$ cat config.mk
export PLATFORM = sky130hd
export DESIGN_NAME = opn_timer_ctrl
export DESIGN_NICKNAME = d
export VERILOG_FILES = /design/src/verilog/opn_bus_pkg.sv /design/src/verilog/opn_reg_pkg.sv /design/src/verilog/opn_apb_slave.sv /design/src/verilog/opn_timer.sv /design/src/verilog/opn_timer_ctrl.sv /design/src/verilog/opn_timer_regs.sv
export SDC_FILE = /design/constraint.sdc
export NUM_CORES = 1
export LEC_CHECK = 0
export BUFFER_PORTS_ARGS = -buffer_cell sky130_fd_sc_hd__buf_4
export CORE_MARGIN = 4
export CORE_UTILIZATION = 50
export DETAILED_ROUTE_END_ITERATION = 6
export PLACE_DENSITY = 0.8
export SLEW_MARGIN = 10
export SYNTH_ARGS = -nofsm -noshare
export SYNTH_HDL_FRONTEND = slang
export SYNTH_HIERARCHICAL = 1
export SYNTH_SLANG_ARGS = --single-unit
$ cat constraint.sdc
create_clock -name mclk_i -period 2.6 [get_ports mclk_i]
set_input_delay 0.26 -clock mclk_i [delete_from_list [all_inputs] [get_ports mclk_i]]
set_output_delay 0.26 -clock mclk_i [all_outputs]
set_load 0.02 [all_outputs]
$ cat src/verilog/opn_bus_pkg.sv
`default_nettype none

// host side of the timer block, an 8-bit APB slave
package opn_bus_pkg;

	// bit 8 selects the bank, bits 7:0 are the register number
	localparam int paddr_w = 9;

	localparam int pdata_w = 8;

	// one APB request as driven by the host
	// pready, pslverr and prdata come back as separate signals
	typedef struct packed {
		logic psel;
		logic penable;
		logic pwrite;
		logic [paddr_w-1:0] paddr;
		logic [pdata_w-1:0] pwdata;
	} apb_req_t;

endpackage

`default_nettype wire

$ cat src/verilog/opn_reg_pkg.sv
`default_nettype none

// register map of the global timer block
package opn_reg_pkg;

	// register numbers in bank 0
	localparam logic [7:0] reg_timer_a_lo = 8'h24; // timer A bits 7:0
	localparam logic [7:0] reg_timer_a_hi = 8'h25; // timer A bits 9:8
	localparam logic [7:0] reg_timer_b = 8'h26;
	localparam logic [7:0] reg_timer_ctrl = 8'h27; // load, enable, reset, mode

	// counter widths
	localparam int timer_a_w = 10;
	localparam int timer_b_w = 8;
	localparam int timer_b_prescale_w = 4; // 16 sample ticks per B step

	// bit positions inside register 0x27
	localparam int ctrl_run_a = 0;
	localparam int ctrl_run_b = 1;
	localparam int ctrl_en_a = 2;
	localparam int ctrl_en_b = 3;
	localparam int ctrl_clr_a = 4;
	localparam int ctrl_clr_b = 5;
	localparam int ctrl_mode_lsb = 6; // two bits, 7:6

	// one register write as seen by the register file
	typedef struct packed {
		logic valid;
		logic [7:0] addr;
		logic [7:0] data;
	} reg_wr_t;

	// channel 3 mode field
	typedef enum logic [1:0] {
		mode_normal = 2'd0,
		mode_ch3 = 2'd1,
		mode_csm = 2'd2,
		mode_csm_alt = 2'd3 // ch3 special mode, no csm key on
	} timer_mode_e;

	// control of one timer
	typedef struct packed {
		logic run; // load bit, counter runs while set
		logic flag_en; // overflow may set the status flag
		logic flag_clr; // single cycle, clears the status flag
	} timer_cfg_t;

endpackage

`default_nettype wire

$ cat src/verilog/opn_apb_slave.sv
`timescale 1ns/10ps
`default_nettype none

module opn_apb_slave import opn_bus_pkg::*, opn_reg_pkg::*; (
	input wire logic mclk_i,
	input wire logic arst_n_i,
	input wire apb_req_t apb_i,
	input wire logic [1:0] status_i, // A in bit 0, B in bit 1
	output logic [pdata_w-1:0] prdata_o,
	output logic pready_o,
	output logic pslverr_o,
	output reg_wr_t wr_o
);

	logic setup_q;
	logic access;
	logic bank;
	logic [7:0] reg_num;
	logic known_reg;
	logic bad_wr;

	// an access phase only counts once after a setup phase
	always_ff @(posedge mclk_i or negedge arst_n_i) begin
		if (!arst_n_i) begin
			setup_q <= 1'b0;
		end else begin
			setup_q <= apb_i.psel & ~apb_i.penable;
		end
	end

	assign access = apb_i.psel & apb_i.penable;
	assign bank = apb_i.paddr[paddr_w-1];
	assign reg_num = apb_i.paddr[7:0];

	always_comb begin
		case (reg_num)
			reg_timer_a_lo,
			reg_timer_a_hi,
			reg_timer_b,
			reg_timer_ctrl: known_reg = 1'b1;
			default: known_reg = 1'b0;
		endcase
	end

	assign bad_wr = bank | ~known_reg;

	assign pready_o = access; // zero wait states
	assign pslverr_o = access & apb_i.pwrite & bad_wr;

	// command is valid during the access phase so the register file takes it
	// at the edge that ends the transfer
	assign wr_o.valid = access & setup_q & apb_i.pwrite & ~bad_wr;
	assign wr_o.addr = reg_num;
	assign wr_o.data = apb_i.pwdata;

	// every address reads back the status byte
	assign prdata_o = {{(pdata_w-2){1'b0}}, status_i};

endmodule

`default_nettype wire

$ cat src/verilog/opn_timer.sv
`timescale 1ns/10ps
`default_nettype none

// reloading up counter, prescale_w of 0 steps on every sample tick
module opn_timer import opn_reg_pkg::*; #(
	parameter int cnt_w = timer_a_w,
	parameter int prescale_w = 0
) (
	input wire logic mclk_i,
	input wire logic arst_n_i,
	input wire logic sample_tick_i,
	input wire logic [cnt_w-1:0] load_i,
	input wire timer_cfg_t cfg_i,
	output logic status_o
);

	logic step;
	logic run_q;
	logic start;
	logic ovf;
	logic [cnt_w-1:0] cnt_q;
	logic status_q;

	if (prescale_w == 0) begin : g_direct
		assign step = sample_tick_i;
	end else begin : g_prescale
		logic [prescale_w-1:0] pre_q;

		// free running from reset, not tied to run
		always_ff @(posedge mclk_i or negedge arst_n_i) begin
			if (!arst_n_i) begin
				pre_q <= '0;
			end else if (sample_tick_i) begin
				pre_q <= pre_q + 1'b1;
			end
		end

		assign step = sample_tick_i & (&pre_q); // tick that wraps the prescaler
	end

	assign start = cfg_i.run & ~run_q;

	// load on start takes priority over a step in the same cycle
	assign ovf = cfg_i.run & ~start & step & (&cnt_q);

	always_ff @(posedge mclk_i or negedge arst_n_i) begin
		if (!arst_n_i) begin
			run_q <= 1'b0;
		end else begin
			run_q <= cfg_i.run;
		end
	end

	always_ff @(posedge mclk_i or negedge arst_n_i) begin
		if (!arst_n_i) begin
			cnt_q <= '0;
		end else if (start) begin
			cnt_q <= load_i;
		end else if (cfg_i.run & step) begin
			if (ovf) begin
				cnt_q <= load_i; // reload instead of wrapping
			end else begin
				cnt_q <= cnt_q + 1'b1;
			end
		end
	end

	// clear wins over a simultaneous overflow
	always_ff @(posedge mclk_i or negedge arst_n_i) begin
		if (!arst_n_i) begin
			status_q <= 1'b0;
		end else if (cfg_i.flag_clr) begin
			status_q <= 1'b0;
		end else if (ovf & cfg_i.flag_en) begin
			status_q <= 1'b1;
		end
	end

	assign status_o = status_q;

endmodule

`default_nettype wire

$ cat src/verilog/opn_timer_ctrl.sv
`timescale 1ns/10ps
`default_nettype none

module opn_timer_ctrl import opn_bus_pkg::*, opn_reg_pkg::*; (
	input wire logic mclk_i,
	input wire logic arst_n_i,
	input wire apb_req_t apb_i,
	output logic [pdata_w-1:0] prdata_o,
	output logic pready_o,
	output logic pslverr_o,
	input wire logic sample_tick_i, // one pulse per output sample
	output logic timer_a_status_o,
	output logic timer_b_status_o,
	output logic mode_ch3_o,
	output logic mode_csm_o
);

	reg_wr_t wr;
	logic [timer_a_w-1:0] timer_a_load;
	logic [timer_b_w-1:0] timer_b_load;
	timer_cfg_t timer_a_cfg;
	timer_cfg_t timer_b_cfg;
	timer_mode_e mode;

	opn_apb_slave i_apb_slave (
		.mclk_i(mclk_i),
		.arst_n_i(arst_n_i),
		.apb_i(apb_i),
		.status_i({timer_b_status_o, timer_a_status_o}),
		.prdata_o(prdata_o),
		.pready_o(pready_o),
		.pslverr_o(pslverr_o),
		.wr_o(wr)
	);

	opn_timer_regs i_timer_regs (
		.mclk_i(mclk_i),
		.arst_n_i(arst_n_i),
		.wr_i(wr),
		.timer_a_load_o(timer_a_load),
		.timer_b_load_o(timer_b_load),
		.timer_a_cfg_o(timer_a_cfg),
		.timer_b_cfg_o(timer_b_cfg),
		.mode_o(mode)
	);

	opn_timer #(.cnt_w(timer_a_w), .prescale_w(0)) timer_a (
		.mclk_i(mclk_i),
		.arst_n_i(arst_n_i),
		.sample_tick_i(sample_tick_i),
		.load_i(timer_a_load),
		.cfg_i(timer_a_cfg),
		.status_o(timer_a_status_o)
	);

	opn_timer #(.cnt_w(timer_b_w), .prescale_w(timer_b_prescale_w)) timer_b (
		.mclk_i(mclk_i),
		.arst_n_i(arst_n_i),
		.sample_tick_i(sample_tick_i),
		.load_i(timer_b_load),
		.cfg_i(timer_b_cfg),
		.status_o(timer_b_status_o)
	);

	assign mode_ch3_o = (mode != mode_normal); // any special ch3 mode
	assign mode_csm_o = (mode == mode_csm);

endmodule

`default_nettype wire

$ cat src/verilog/opn_timer_regs.sv
`timescale 1ns/10ps
`default_nettype none

module opn_timer_regs import opn_reg_pkg::*; (
	input wire logic mclk_i,
	input wire logic arst_n_i,
	input wire reg_wr_t wr_i,
	output logic [timer_a_w-1:0] timer_a_load_o,
	output logic [timer_b_w-1:0] timer_b_load_o,
	output timer_cfg_t timer_a_cfg_o,
	output timer_cfg_t timer_b_cfg_o,
	output timer_mode_e mode_o
);

	logic wr_a_lo;
	logic wr_a_hi;
	logic wr_b;
	logic wr_ctrl;

	logic [7:0] a_lo_q;
	logic [timer_a_w-9:0] a_hi_q;
	logic [timer_b_w-1:0] b_q;
	logic run_a_q;
	logic run_b_q;
	logic en_a_q;
	logic en_b_q;
	logic clr_a_q;
	logic clr_b_q;
	timer_mode_e mode_q;

	assign wr_a_lo = wr_i.valid && (wr_i.addr == reg_timer_a_lo);
	assign wr_a_hi = wr_i.valid && (wr_i.addr == reg_timer_a_hi);
	assign wr_b = wr_i.valid && (wr_i.addr == reg_timer_b);
	assign wr_ctrl = wr_i.valid && (wr_i.addr == reg_timer_ctrl);

	always_ff @(posedge mclk_i or negedge arst_n_i) begin
		if (!arst_n_i) begin
			a_lo_q <= '0;
			a_hi_q <= '0;
			b_q <= '0;
		end else begin
			if (wr_a_lo) a_lo_q <= wr_i.data;
			if (wr_a_hi) a_hi_q <= wr_i.data[timer_a_w-9:0]; // upper bits ignored
			if (wr_b) b_q <= wr_i.data[timer_b_w-1:0];
		end
	end

	always_ff @(posedge mclk_i or negedge arst_n_i) begin
		if (!arst_n_i) begin
			run_a_q <= 1'b0;
			run_b_q <= 1'b0;
			en_a_q <= 1'b0;
			en_b_q <= 1'b0;
			mode_q <= mode_normal;
		end else if (wr_ctrl) begin
			run_a_q <= wr_i.data[ctrl_run_a];
			run_b_q <= wr_i.data[ctrl_run_b];
			en_a_q <= wr_i.data[ctrl_en_a];
			en_b_q <= wr_i.data[ctrl_en_b];
			mode_q <= timer_mode_e'(wr_i.data[ctrl_mode_lsb +: 2]);
		end
	end

	// reset bits are not stored, they only live for the cycle after the write
	always_ff @(posedge mclk_i or negedge arst_n_i) begin
		if (!arst_n_i) begin
			clr_a_q <= 1'b0;
			clr_b_q <= 1'b0;
		end else begin
			clr_a_q <= wr_ctrl & wr_i.data[ctrl_clr_a];
			clr_b_q <= wr_ctrl & wr_i.data[ctrl_clr_b];
		end
	end

	assign timer_a_load_o = {a_hi_q, a_lo_q};
	assign timer_b_load_o = b_q;

	assign timer_a_cfg_o = '{run: run_a_q, flag_en: en_a_q, flag_clr: clr_a_q};
	assign timer_b_cfg_o = '{run: run_b_q, flag_en: en_b_q, flag_clr: clr_b_q};

	assign mode_o = mode_q;

endmodule

`default_nettype wire
# Word-level counts from Yosys, hierarchy flattened
# Cells that the tools add are included.
[word_totals] register_bits=53 input_bits=23 elab_cells=80
[op_classes] add_sub_neg=3 eq_ne=5 n_mux=11 bitwise=30 n_reduce_logical=13
[ops] cell="== test 8 x 6 -> 1 bit, second input constant" count=4
[ops] cell="two-way mux 10 bit" count=3
[ops] cell="two-way mux 8 bit" count=3
[ops] cell="bitwise AND 1 bit" count=22
[ops] cell="adder 10 x 1 -> 10 bit, second input constant" count=1
[ops] cell="AND reduction 10 bit" count=1
[ops] cell="nonzero test 2 bit" count=5
[ops] cell="adder 8 x 1 -> 8 bit, second input constant" count=1
[ops] cell="AND reduction 8 bit" count=1
[ops] cell="NOT 1 bit" count=7
[ops] cell="two-way mux 1 bit" count=5
[ops] cell="adder 4 x 1 -> 4 bit, second input constant" count=1
[ops] cell="logical AND 1 bit" count=4
[ops] cell="AND reduction 4 bit" count=1
[ops] cell="OR reduction 4 bit" count=1
[ops] cell="== test 2 bit, second input constant" count=1
[ops] cell="OR 1 bit" count=1

# Longest topological paths before layout
# Gate-level depths: netlist of run 1.
[logic_depth] word_depth=9 mapped_depth=7 depth_no_buf=5

# Hierarchy
# The synthesis of run 1 kept the hierarchy.
[by_module_without_submodules] module="opn_timer_regs" n_inst=1 cells_each=66 area_each_um2=1073.5 seq_area_each_um2=650.6
[by_module_without_submodules] module="opn_timer (timer_a)" n_inst=1 cells_each=85 area_each_um2=819.5 seq_area_each_um2=300.3
[by_module_without_submodules] module="opn_timer (timer_b)" n_inst=1 cells_each=72 area_each_um2=790.8 seq_area_each_um2=350.3
[by_module_without_submodules] module="opn_apb_slave" n_inst=1 cells_each=34 area_each_um2=269.0 seq_area_each_um2=25.0
[by_module_without_submodules] module="opn_timer_ctrl" n_inst=1 cells_each=2 area_each_um2=12.5 seq_area_each_um2=0.0

# Least setup slack after synthesis of run 1
# OpenSTA, ideal clock, no wires.
[synth_timing] kind="register -> register" from="register timer_b.cnt_q[0]" to="register timer_b.cnt_q[3]" arrival_time_ns=1.637 required_ns=2.477 slack_ns=0.841 path_stages_with_launch=7 synth_period_minus_slack_ns=1.759 path_cell_list="dfrtp_1 > ha_1 > nand4_2 > o41a_1 > buf_6 > buf_8 > o221a_2"
[synth_between] elab_chain_len=5 elab_cells_between_ends=6 cone_classes="add/sub (1); mux (3); bitwise (1); reduce/logical (1)"
[synth_rtl] item="from (decl)" line_no="opn_timer.sv:21" source="logic [cnt_w-1:0] cnt_q;"
[synth_rtl] item="from (signal assigned)" line_no="opn_timer.sv:58" source="cnt_q <= load_i;"
[synth_rtl] item="from (signal assigned)" line_no="opn_timer.sv:61" source="cnt_q <= load_i;"
[synth_rtl] item="from (signal assigned)" line_no="opn_timer.sv:63" source="cnt_q <= cnt_q + 1'b1;"
[synth_rtl] item="parallel branches: the longest is 2 deep, another holds adder 8 x 1 -> 8 bit"
[synth_rtl] item="two-way mux 8 bit (*)" line_no="opn_timer.sv:60" source="if (ovf) begin"
[synth_rtl] item="two-way mux 8 bit (*)" line_no="opn_timer.sv:59" source="end else if (cfg_i.run & step) begin"
[synth_rtl] item="two-way mux 8 bit (*)" line_no="opn_timer.sv:57" source="end else if (start) begin"
# Every way passes the cells marked *. The select of a mux whose other input is x is not followed.
# A chain may end at the register's enable or synchronous reset.

# Worst setup path after layout of run 1
[layout_timing] from="register timer_a.cnt_q[0]" to="register timer_a.cnt_q[9]"
[layout_between] elab_chain_len=5 elab_cells_between_ends=6 cone_classes="add/sub (1); mux (3); bitwise (1); reduce/logical (1)"
[layout_rtl] item="from (decl)" line_no="opn_timer.sv:21"
[layout_rtl] item="from (signal assigned)" line_no="opn_timer.sv:58"
[layout_rtl] item="from (signal assigned)" line_no="opn_timer.sv:61"
[layout_rtl] item="from (signal assigned)" line_no="opn_timer.sv:63"
[layout_rtl] item="parallel branches: the longest is 2 deep, another holds adder 10 x 1 -> 10 bit"
[layout_rtl] item="two-way mux 10 bit (*)" line_no="opn_timer.sv:60"
[layout_rtl] item="two-way mux 10 bit (*)" line_no="opn_timer.sv:59"
[layout_rtl] item="two-way mux 10 bit (*)" line_no="opn_timer.sv:57"
# Marked as above.

==> results.sh, run 1 <==
export IMPL_mappedNetlistArea_um2=2970
export IMPL_power_net_switching_uw=369
export IMPL_tritoncts="yes"
export IMPL_drtAntennaViolNets=0
export IMPL_min_period_ps=2160
export IMPL_clock_power_share_pct=32.7
export IMPL_dr_pass1_iters=4
export IMPL_ctsResizeCount=0
export IMPL_worst_ep_arrival_time_ps=2370
export IMPL_final_nets=292
export IMPL_run_status="complete, no violations"
export IMPL_critical_path_cell_chain="ha_1, nand4_1, o41ai_4, a2111oi_0, a311o_1"
export IMPL_synth_seq_cells=53
export IMPL_setup_viol=0
export IMPL_placement_io_buffers=30
export IMPL_drive_gt1_share_pct=33.3
export IMPL_timing_fmax_mhz=462
export IMPL_grt_start_max_net_pins=54
export IMPL_ctsHoldBuffers=1
export IMPL_critPathLaunchType="register"
export IMPL_critical_path_peak_fanout=9
export IMPL_route_detailed_drc=0
export IMPL_route_detailed_wl_per_inst_um=16.1
export IMPL_finClkSkew_ps=5.04
export IMPL_ys_flop_type="sky130_fd_sc_hd__dfrtp_1"
export IMPL_switching_portion_of_total_power_pct=24.5
export IMPL_syn_avg_cell_area_um2=11.4
export IMPL_reg2reg_launch_point="timer_a/cnt_q[0]$_DFFE_PN0P_"
export IMPL_relSlewSlack_pct=54.0
export IMPL_fp_dieArea_um2=7230
export IMPL_cts_buffers=5
export IMPL_reg2reg_setup_slack_ps=440
export IMPL_worst_endpoint_required_ps=2800
export IMPL_grt_pass1_wl_um=9750
export IMPL_setup_total_negative_slack_ps=0
export IMPL_number_of_global_route_vias_before_repair=1977
export IMPL_criticalPathCategory="register to register"
export IMPL_p_leak_nw=1.49
export IMPL_vias=1954
export IMPL_worst_setup_path_startpoint="timer_a/cnt_q[0]$_DFFE_PN0P_"
export IMPL_final_hold_violation_count=0
export IMPL_gr_total_overflow=0
export IMPL_yosys_warnings=6
export IMPL_seq_power_share_pct=58.7
export IMPL_cts_root_buf="sky130_fd_sc_hd__clkbuf_8"
export IMPL_power_per_cell_area_nw_per_um2=486
export IMPL_netlist_cell_type_count=65
export IMPL_max_cap_violations=0
export IMPL_wl_um=5460
export IMPL_effective_utilization_at_floorplan_pct=52.6
export IMPL_gp_congestion=0.858
export IMPL_p_total_mw=1.51
export IMPL_worst_pin_slew_ps=690
export IMPL_ys_async_sr_fraction_pct=100
export IMPL_die_y_um=85.0
export IMPL_placement_rows=27
export IMPL_diodes=0
export IMPL_comb_power_share_pct=8.7
export IMPL_fp_dieW_um=85.0
export IMPL_grt_antenna_before_repair=0
export IMPL_post_synth_inst_count=259
export IMPL_cts_max_path_buffers=2
export IMPL_tritoncts_num_sinks=53
export IMPL_p_int_mw=1.14
export IMPL_fraction_of_the_cycle_the_final_worst_path_needs_pct=83.3
export IMPL_r2r_end="timer_a/cnt_q[9]$_DFFE_PN0P_"
export IMPL_worstSetupEndpoint="timer_a/cnt_q[9]$_DFFE_PN0P_"
export IMPL_critical_path_slowest_cell="sky130_fd_sc_hd__o41ai_4"
export IMPL_detailedPlacementHpwl_um=3990
export IMPL_cts_setup_buffers=0
export IMPL_postPlaceCellArea_um2=3000
export IMPL_design_area_um2=3100
export IMPL_vdd_ir_drop_max_mv=0.335
export IMPL_worstSkewPairLatency_ps=310
export IMPL_rsz_0062_raised_after_global_routing="false"
export IMPL_drt_first_iter_violations=121
export IMPL_area_growth_pct=4.68
export IMPL_endpoint_kind="register"
export IMPL_type_of_the_tightest_min_delay_check="input port to register"
export IMPL_worst_slack_ps=435
export IMPL_cts_htree_levels=2
export IMPL_ys_seq_area_share_pct=44.7
export IMPL_place_worst_setup_slack_ps=448
export IMPL_floorplan_core_area_um2=5640
export IMPL_io_pins=37
export IMPL_timing_max_transition_violations_final=0
export IMPL_synth_enable_flop_cells=0
export IMPL_worst_path_largest_cell_delay_ps=580
export IMPL_vias_per_cell=5.76
export IMPL_layout_core_utilization_pct=55.0
export IMPL_clk_transition_reported_paths_ps=100
export IMPL_total_routing_usage_reported_by_global_routing_pct=16.9
export IMPL_r2r_worst_path_cells=5
[synth_stat cells, types with 3 or more instances]
master                      number  area, µm²
sky130_fd_sc_hd__a2111oi_0       3       26.3
sky130_fd_sc_hd__a21oi_1        13       65.1
sky130_fd_sc_hd__a311o_1         3       30.0
sky130_fd_sc_hd__a41o_2          3       33.8
sky130_fd_sc_hd__and2_1          3       18.8
sky130_fd_sc_hd__and3_1          3       18.8
sky130_fd_sc_hd__buf_4          30        225
sky130_fd_sc_hd__buf_6           4       45.0
sky130_fd_sc_hd__dfrtp_1        53       1330
sky130_fd_sc_hd__ha_1            3       37.5
sky130_fd_sc_hd__inv_1           6       22.5
sky130_fd_sc_hd__mux2_2         25        282
sky130_fd_sc_hd__mux2i_1         7       70.1
sky130_fd_sc_hd__nand2_1        12       45.0
sky130_fd_sc_hd__nand3_1        11       55.1
sky130_fd_sc_hd__nand4_1         9       56.3
sky130_fd_sc_hd__nor2_1          7       26.3
sky130_fd_sc_hd__o21ai_0         4       20.0
[through the flow]
stage | hold WS, ps | instances
final | 96.9 | 339
after global routing | 91.9 | 339
after CTS | 84.1 | 339
after detailed placement | 337 | 330
after global placement | 331 | 330
after floorplan | -35.6 | 264
[power groups by stage]
stage                     combinational [mW]  sequential [mW]  clock [mW]
after floorplan                       0.0951            0.896           0
after global placement                 0.127            0.900           0
after detailed placement               0.133            0.900           0
after CTS                              0.134            0.885       0.513
after global routing                   0.154            0.890       0.540
final                                  0.131            0.884       0.492
[state kept, by name (all words and copies together), names as in the netlist, 2 cells and up]
signal,count
i_timer_regs/a_hi_q,2
i_timer_regs/a_lo_q,8
i_timer_regs/mode_o,2
i_timer_regs/timer_b_load_o,8
timer_a/cnt_q,10
timer_b/cnt_q,8
timer_b/g_prescale.pre_q,4
[per-layer routing]
layer	vias to the layer above	part of all wire [%]	track usage, %
met1	950	46	21.7
met4	0	1.4	5.47
li1	947	-	-
met3	5	4.9	4.66
met5	-	0	0
met2	52	48	27.7
[layout by cell type (no fill, tap or decap), types with 3 or more instances in the layout]
master                       n
sky130_fd_sc_hd__a2111oi_0   3
sky130_fd_sc_hd__a21oi_1    13
sky130_fd_sc_hd__a311o_1     3
sky130_fd_sc_hd__a41o_2      3
sky130_fd_sc_hd__and2_1      3
sky130_fd_sc_hd__and3_1      3
sky130_fd_sc_hd__buf_4      32
sky130_fd_sc_hd__clkbuf_8    6
sky130_fd_sc_hd__conb_1      6
sky130_fd_sc_hd__dfrtp_1    53
sky130_fd_sc_hd__ha_1        3
sky130_fd_sc_hd__inv_1       6
sky130_fd_sc_hd__mux2_2     25
sky130_fd_sc_hd__mux2i_1     7
sky130_fd_sc_hd__nand2_1    12
sky130_fd_sc_hd__nand3_1    11
sky130_fd_sc_hd__nand4_1     9
sky130_fd_sc_hd__nor2_1      7
sky130_fd_sc_hd__o21ai_0     4
[critical path: cells and delay by family (launching register included)]
| family | cells | cell delay, ps |
|---|---|---|
| compound gates | 3 | 1190 |
| fa+ha+maj | 1 | 250 |
| flops | 1 | 400 |
| simple gates | 1 | 210 |
[area by class of cell]
type	count	area, µm²
well taps	72	90.1
fillers	473	2540
clock buffers	6	82.6
flip-flops and latches	53	1330
clock inverters	2	13.8
repair buffers	33	250
inverters	7	26.3
multi-input cells	166	1320
[cell families (layout without fill, tap and decap cells)]
kind of cell             count (synthesis)  count (layout)  synth area share, %
AO/OA/AOI/OAI                           48              48                 13.3
buffers and inverters                   45              48                 11.6
AND/OR/NAND/NOR                         74              74                 16.3
XOR/XNOR                                 3               3                0.886
multiplexers                            32              32                 11.9
other                                    1               6                0.126
flip-flops                              53              53                 44.7
adder cells (fa/ha/maj)                  3               3                 1.27
[worst min-delay path by stage]
stage                     startpoint                             to  slack [ps]  cells after the start
final                      apb_i[18]  i_apb_slave/setup_q$_DFF_PN0_         100                      2
after global routing       apb_i[18]  i_apb_slave/setup_q$_DFF_PN0_          90                      2
after CTS                  apb_i[18]  i_apb_slave/setup_q$_DFF_PN0_          80                      2
after detailed placement    arst_n_i  i_apb_slave/setup_q$_DFF_PN0_         340                      1
after global placement      arst_n_i  i_apb_slave/setup_q$_DFF_PN0_         330                      1
after floorplan             arst_n_i  i_apb_slave/setup_q$_DFF_PN0_         -40                      0
Note: power is estimated with default switching activity, not from simulation.
==> run 2, diff against run 1 <==
--- a/config.mk
+++ b/config.mk
@@ -9,7 +9,7 @@
 export CORE_MARGIN = 4
 export CORE_UTILIZATION = 50
 export DETAILED_ROUTE_END_ITERATION = 6
-export PLACE_DENSITY = 0.8
+export PLACE_DENSITY = 0.83
 export SLEW_MARGIN = 10
 export SYNTH_ARGS = -nofsm -noshare
 export SYNTH_HDL_FRONTEND = slang
==> constraint.sdc (replaced) <==
create_clock -name mclk_i -period 1.8 [get_ports mclk_i]
set_input_delay 0.18 -clock mclk_i [delete_from_list [all_inputs] [get_ports mclk_i]]
set_output_delay 0.18 -clock mclk_i [all_outputs]
set_load 0.02 [all_outputs]
==> run 2 against run 1 <==
  * The flow now finishes with violations (negative setup slack)
  * Combinational power increased by 100%
  * Sequential power rose by 44%
  * Worst setup slack got worse by 450 ps
  * Via count grew 12%
  * Hold slack got worse by 78 ps
  * Non-clock buffer count is 36 higher
  * Largest cell class is now multi-input gates
  * Power grew 66%
  * Clock power increased by 96%
  * Die area is the same
==> results.sh, run 2 (synthesis results as in run 1) <==
export IMPL_worst_pin_slew_ps=666
export IMPL_registers_top_by_ff_count="timer_a/cnt_q"
export IMPL_worst_slack_ps=-18.3
export IMPL_endpoint_kind="register"
export IMPL_total_routing_usage_reported_by_global_routing_pct=18.2
export IMPL_gr_total_overflow=0
export IMPL_cts_htree_levels=2
export IMPL_final_hold_violation_count=0
export IMPL_cts_buffers=5
export IMPL_layout_core_utilization_pct=62.0
export IMPL_drive_gt1_share_pct=43.9
export IMPL_number_of_global_route_vias_before_repair=2145
export IMPL_filler_cell_count=442
export IMPL_cts_max_path_buffers=2
export IMPL_max_cap_violations=0
export IMPL_diodes=0
export IMPL_relSlewSlack_pct=55.6
export IMPL_effective_utilization_at_floorplan_pct=52.6
export IMPL_run_status="finished, violations left"
export IMPL_number_of_flip_flops_in_the_largest_register=10
export IMPL_critical_path_peak_fanout=7
export IMPL_timing_fmax_mhz=550
export IMPL_mostFrequentLayoutCells="62 x sky130_fd_sc_hd__buf_4, 53 x sky130_fd_sc_hd__dfrtp_1, 25 x sky130_fd_sc_hd__mux2_2, 12 x sky130_fd_sc_hd__a21oi_1, 12 x sky130_fd_sc_hd__nand2_1"
export IMPL_floorplan_core_area_um2=5640
export IMPL_placement_rows=27
export IMPL_detailedPlacementHpwl_um=4510
export IMPL_violations="negative setup slack"
export IMPL_cts_root_buf="sky130_fd_sc_hd__clkbuf_8"
export IMPL_fp_dieW_um=85.0
export IMPL_min_period_ps=1820
export IMPL_r2r_worst_path_cells=5
export IMPL_fraction_of_the_cycle_the_final_worst_path_needs_pct=101
export IMPL_p_leak_nw=1.70
export IMPL_drtAntennaViolNets=0
export IMPL_gp_congestion=0.855
export IMPL_power_per_cell_area_nw_per_um2=716
export IMPL_multi_input_area_um2=1370
export IMPL_critPathLaunchType="register"
export IMPL_grt_pass1_wl_um=10500
export IMPL_finClkSkew_ps=9.07
export IMPL_setup_total_negative_slack_ps=-29.0
export IMPL_timing_max_transition_violations_final=0
export IMPL_vdd_ir_drop_max_mv=0.560
export IMPL_wl_um=6470
export IMPL_criticalPathCategory="register to register"
export IMPL_area_sequential_um2=1330
export IMPL_fp_dieArea_um2=7230
export IMPL_io_pins=37
export IMPL_dr_pass1_iters=4
export IMPL_vias=2188
export IMPL_clk_transition_reported_paths_ps=100
export IMPL_tritoncts="yes"
export IMPL_placement_io_buffers=30
export IMPL_worstHoldPathCells=2
export IMPL_tritoncts_num_sinks=53
export IMPL_type_of_the_tightest_min_delay_check="input port to register"
export IMPL_rsz_0062_raised_after_global_routing="true"
export IMPL_worstSkewPairLatency_ps=320
export IMPL_die_y_um=85.0
export IMPL_route_detailed_drc=0
export IMPL_final_common_cell="sky130_fd_sc_hd__buf_4"
export IMPL_route_detailed_wl_per_inst_um=17.3
export IMPL_drt_first_iter_violations=105
export IMPL_worst_endpoint_required_ps=2010
export IMPL_holdWs_ps=18.9
export IMPL_setup_viol=3
export IMPL_final_nets=328
export IMPL_worst_ep_arrival_time_ps=2030
export IMPL_area_growth_pct=17.9
export IMPL_grt_start_max_net_pins=54
export IMPL_vias_per_cell=5.83
export IMPL_grt_antenna_before_repair=0
export IMPL_reg2reg_setup_slack_ps=-20
[run 2: power by group]
group	internal (mW)	switching, mW
Sequential	1.24	0.0326
Combinational	0.145	0.122
Clock	0.559	0.405
[run 2: layout make-up]
| cell class | count | area share, % |
|---|---|---|
| Timing Repair Buffer | 69 | 15.5 |
| Inverter | 7 | 0.751 |
| Clock buffer | 5 | 1.97 |
| Clock inverter | 3 | 1.97 |
| Sequential cell | 53 | 37.9 |
| Multi-Input combinational cell | 166 | 39.3 |
| Tap cell | 72 | 2.58 |
[run 2: worst max-delay path, stage by stage, from the launching register on]
cell                      delay (ps)
sky130_fd_sc_hd__dfrtp_1         370
sky130_fd_sc_hd__ha_2            190
sky130_fd_sc_hd__nand4_1         130
sky130_fd_sc_hd__o41a_1          560
sky130_fd_sc_hd__buf_6           200
sky130_fd_sc_hd__o221a_2         270
[run 2: repair_timing]
action,4_1_cts,5_1_grt
hold endpoints to repair,53,0
resized for setup,11,11
buffers inserted,2,4
endpoints found under the setup margin,11,16
hold buffers,1,0
pin swaps,11,13
[run 2: metal layers]
layer  vias up  GRT usage [%]  wire (µm)  part of all wire, %
met3        11           3.59        331                  5.1
met5         -              0          0                    0
met4         0           6.19        112                  1.7
li1       1009              -          -                    -
met1      1099           23.4       2780                   43
met2        69           30.6       3250                   50
[run 2: path summary, 6_finish.rpt]
path / startpoint / end
setup / recovery: timer_b/g_prescale.pre_q[1]$_DFFE_PN0P_ / timer_b/cnt_q[3]$_DFFE_PN0P_
hold / removal: apb_i[18] / i_apb_slave/setup_q$_DFF_PN0_
setup reg to reg: timer_b/g_prescale.pre_q[1]$_DFFE_PN0P_ / timer_b/cnt_q[3]$_DFFE_PN0P_
hold reg to reg: i_timer_regs/clr_b_q$_DFF_PN0_ / timer_b/status_o$_DFFE_PN0P_
max in group asynchronous: arst_n_i / timer_a/cnt_q[2]$_DFFE_PN0P_
min in group asynchronous: arst_n_i / i_apb_slave/setup_q$_DFF_PN0_
[run 2: stage by stage]
step                cell area (µm²)  std cells  setup WS, ps  power (mW)
global placement               3220        360         -59.3        1.51
CTS                            3410        371         -66.3        2.49
detailed placement             3220        360          -123        1.52
global route                   3500        375         -85.4        2.60
floorplan                      2980        264          40.5        1.43
finish                         3500        375         -18.3        2.50
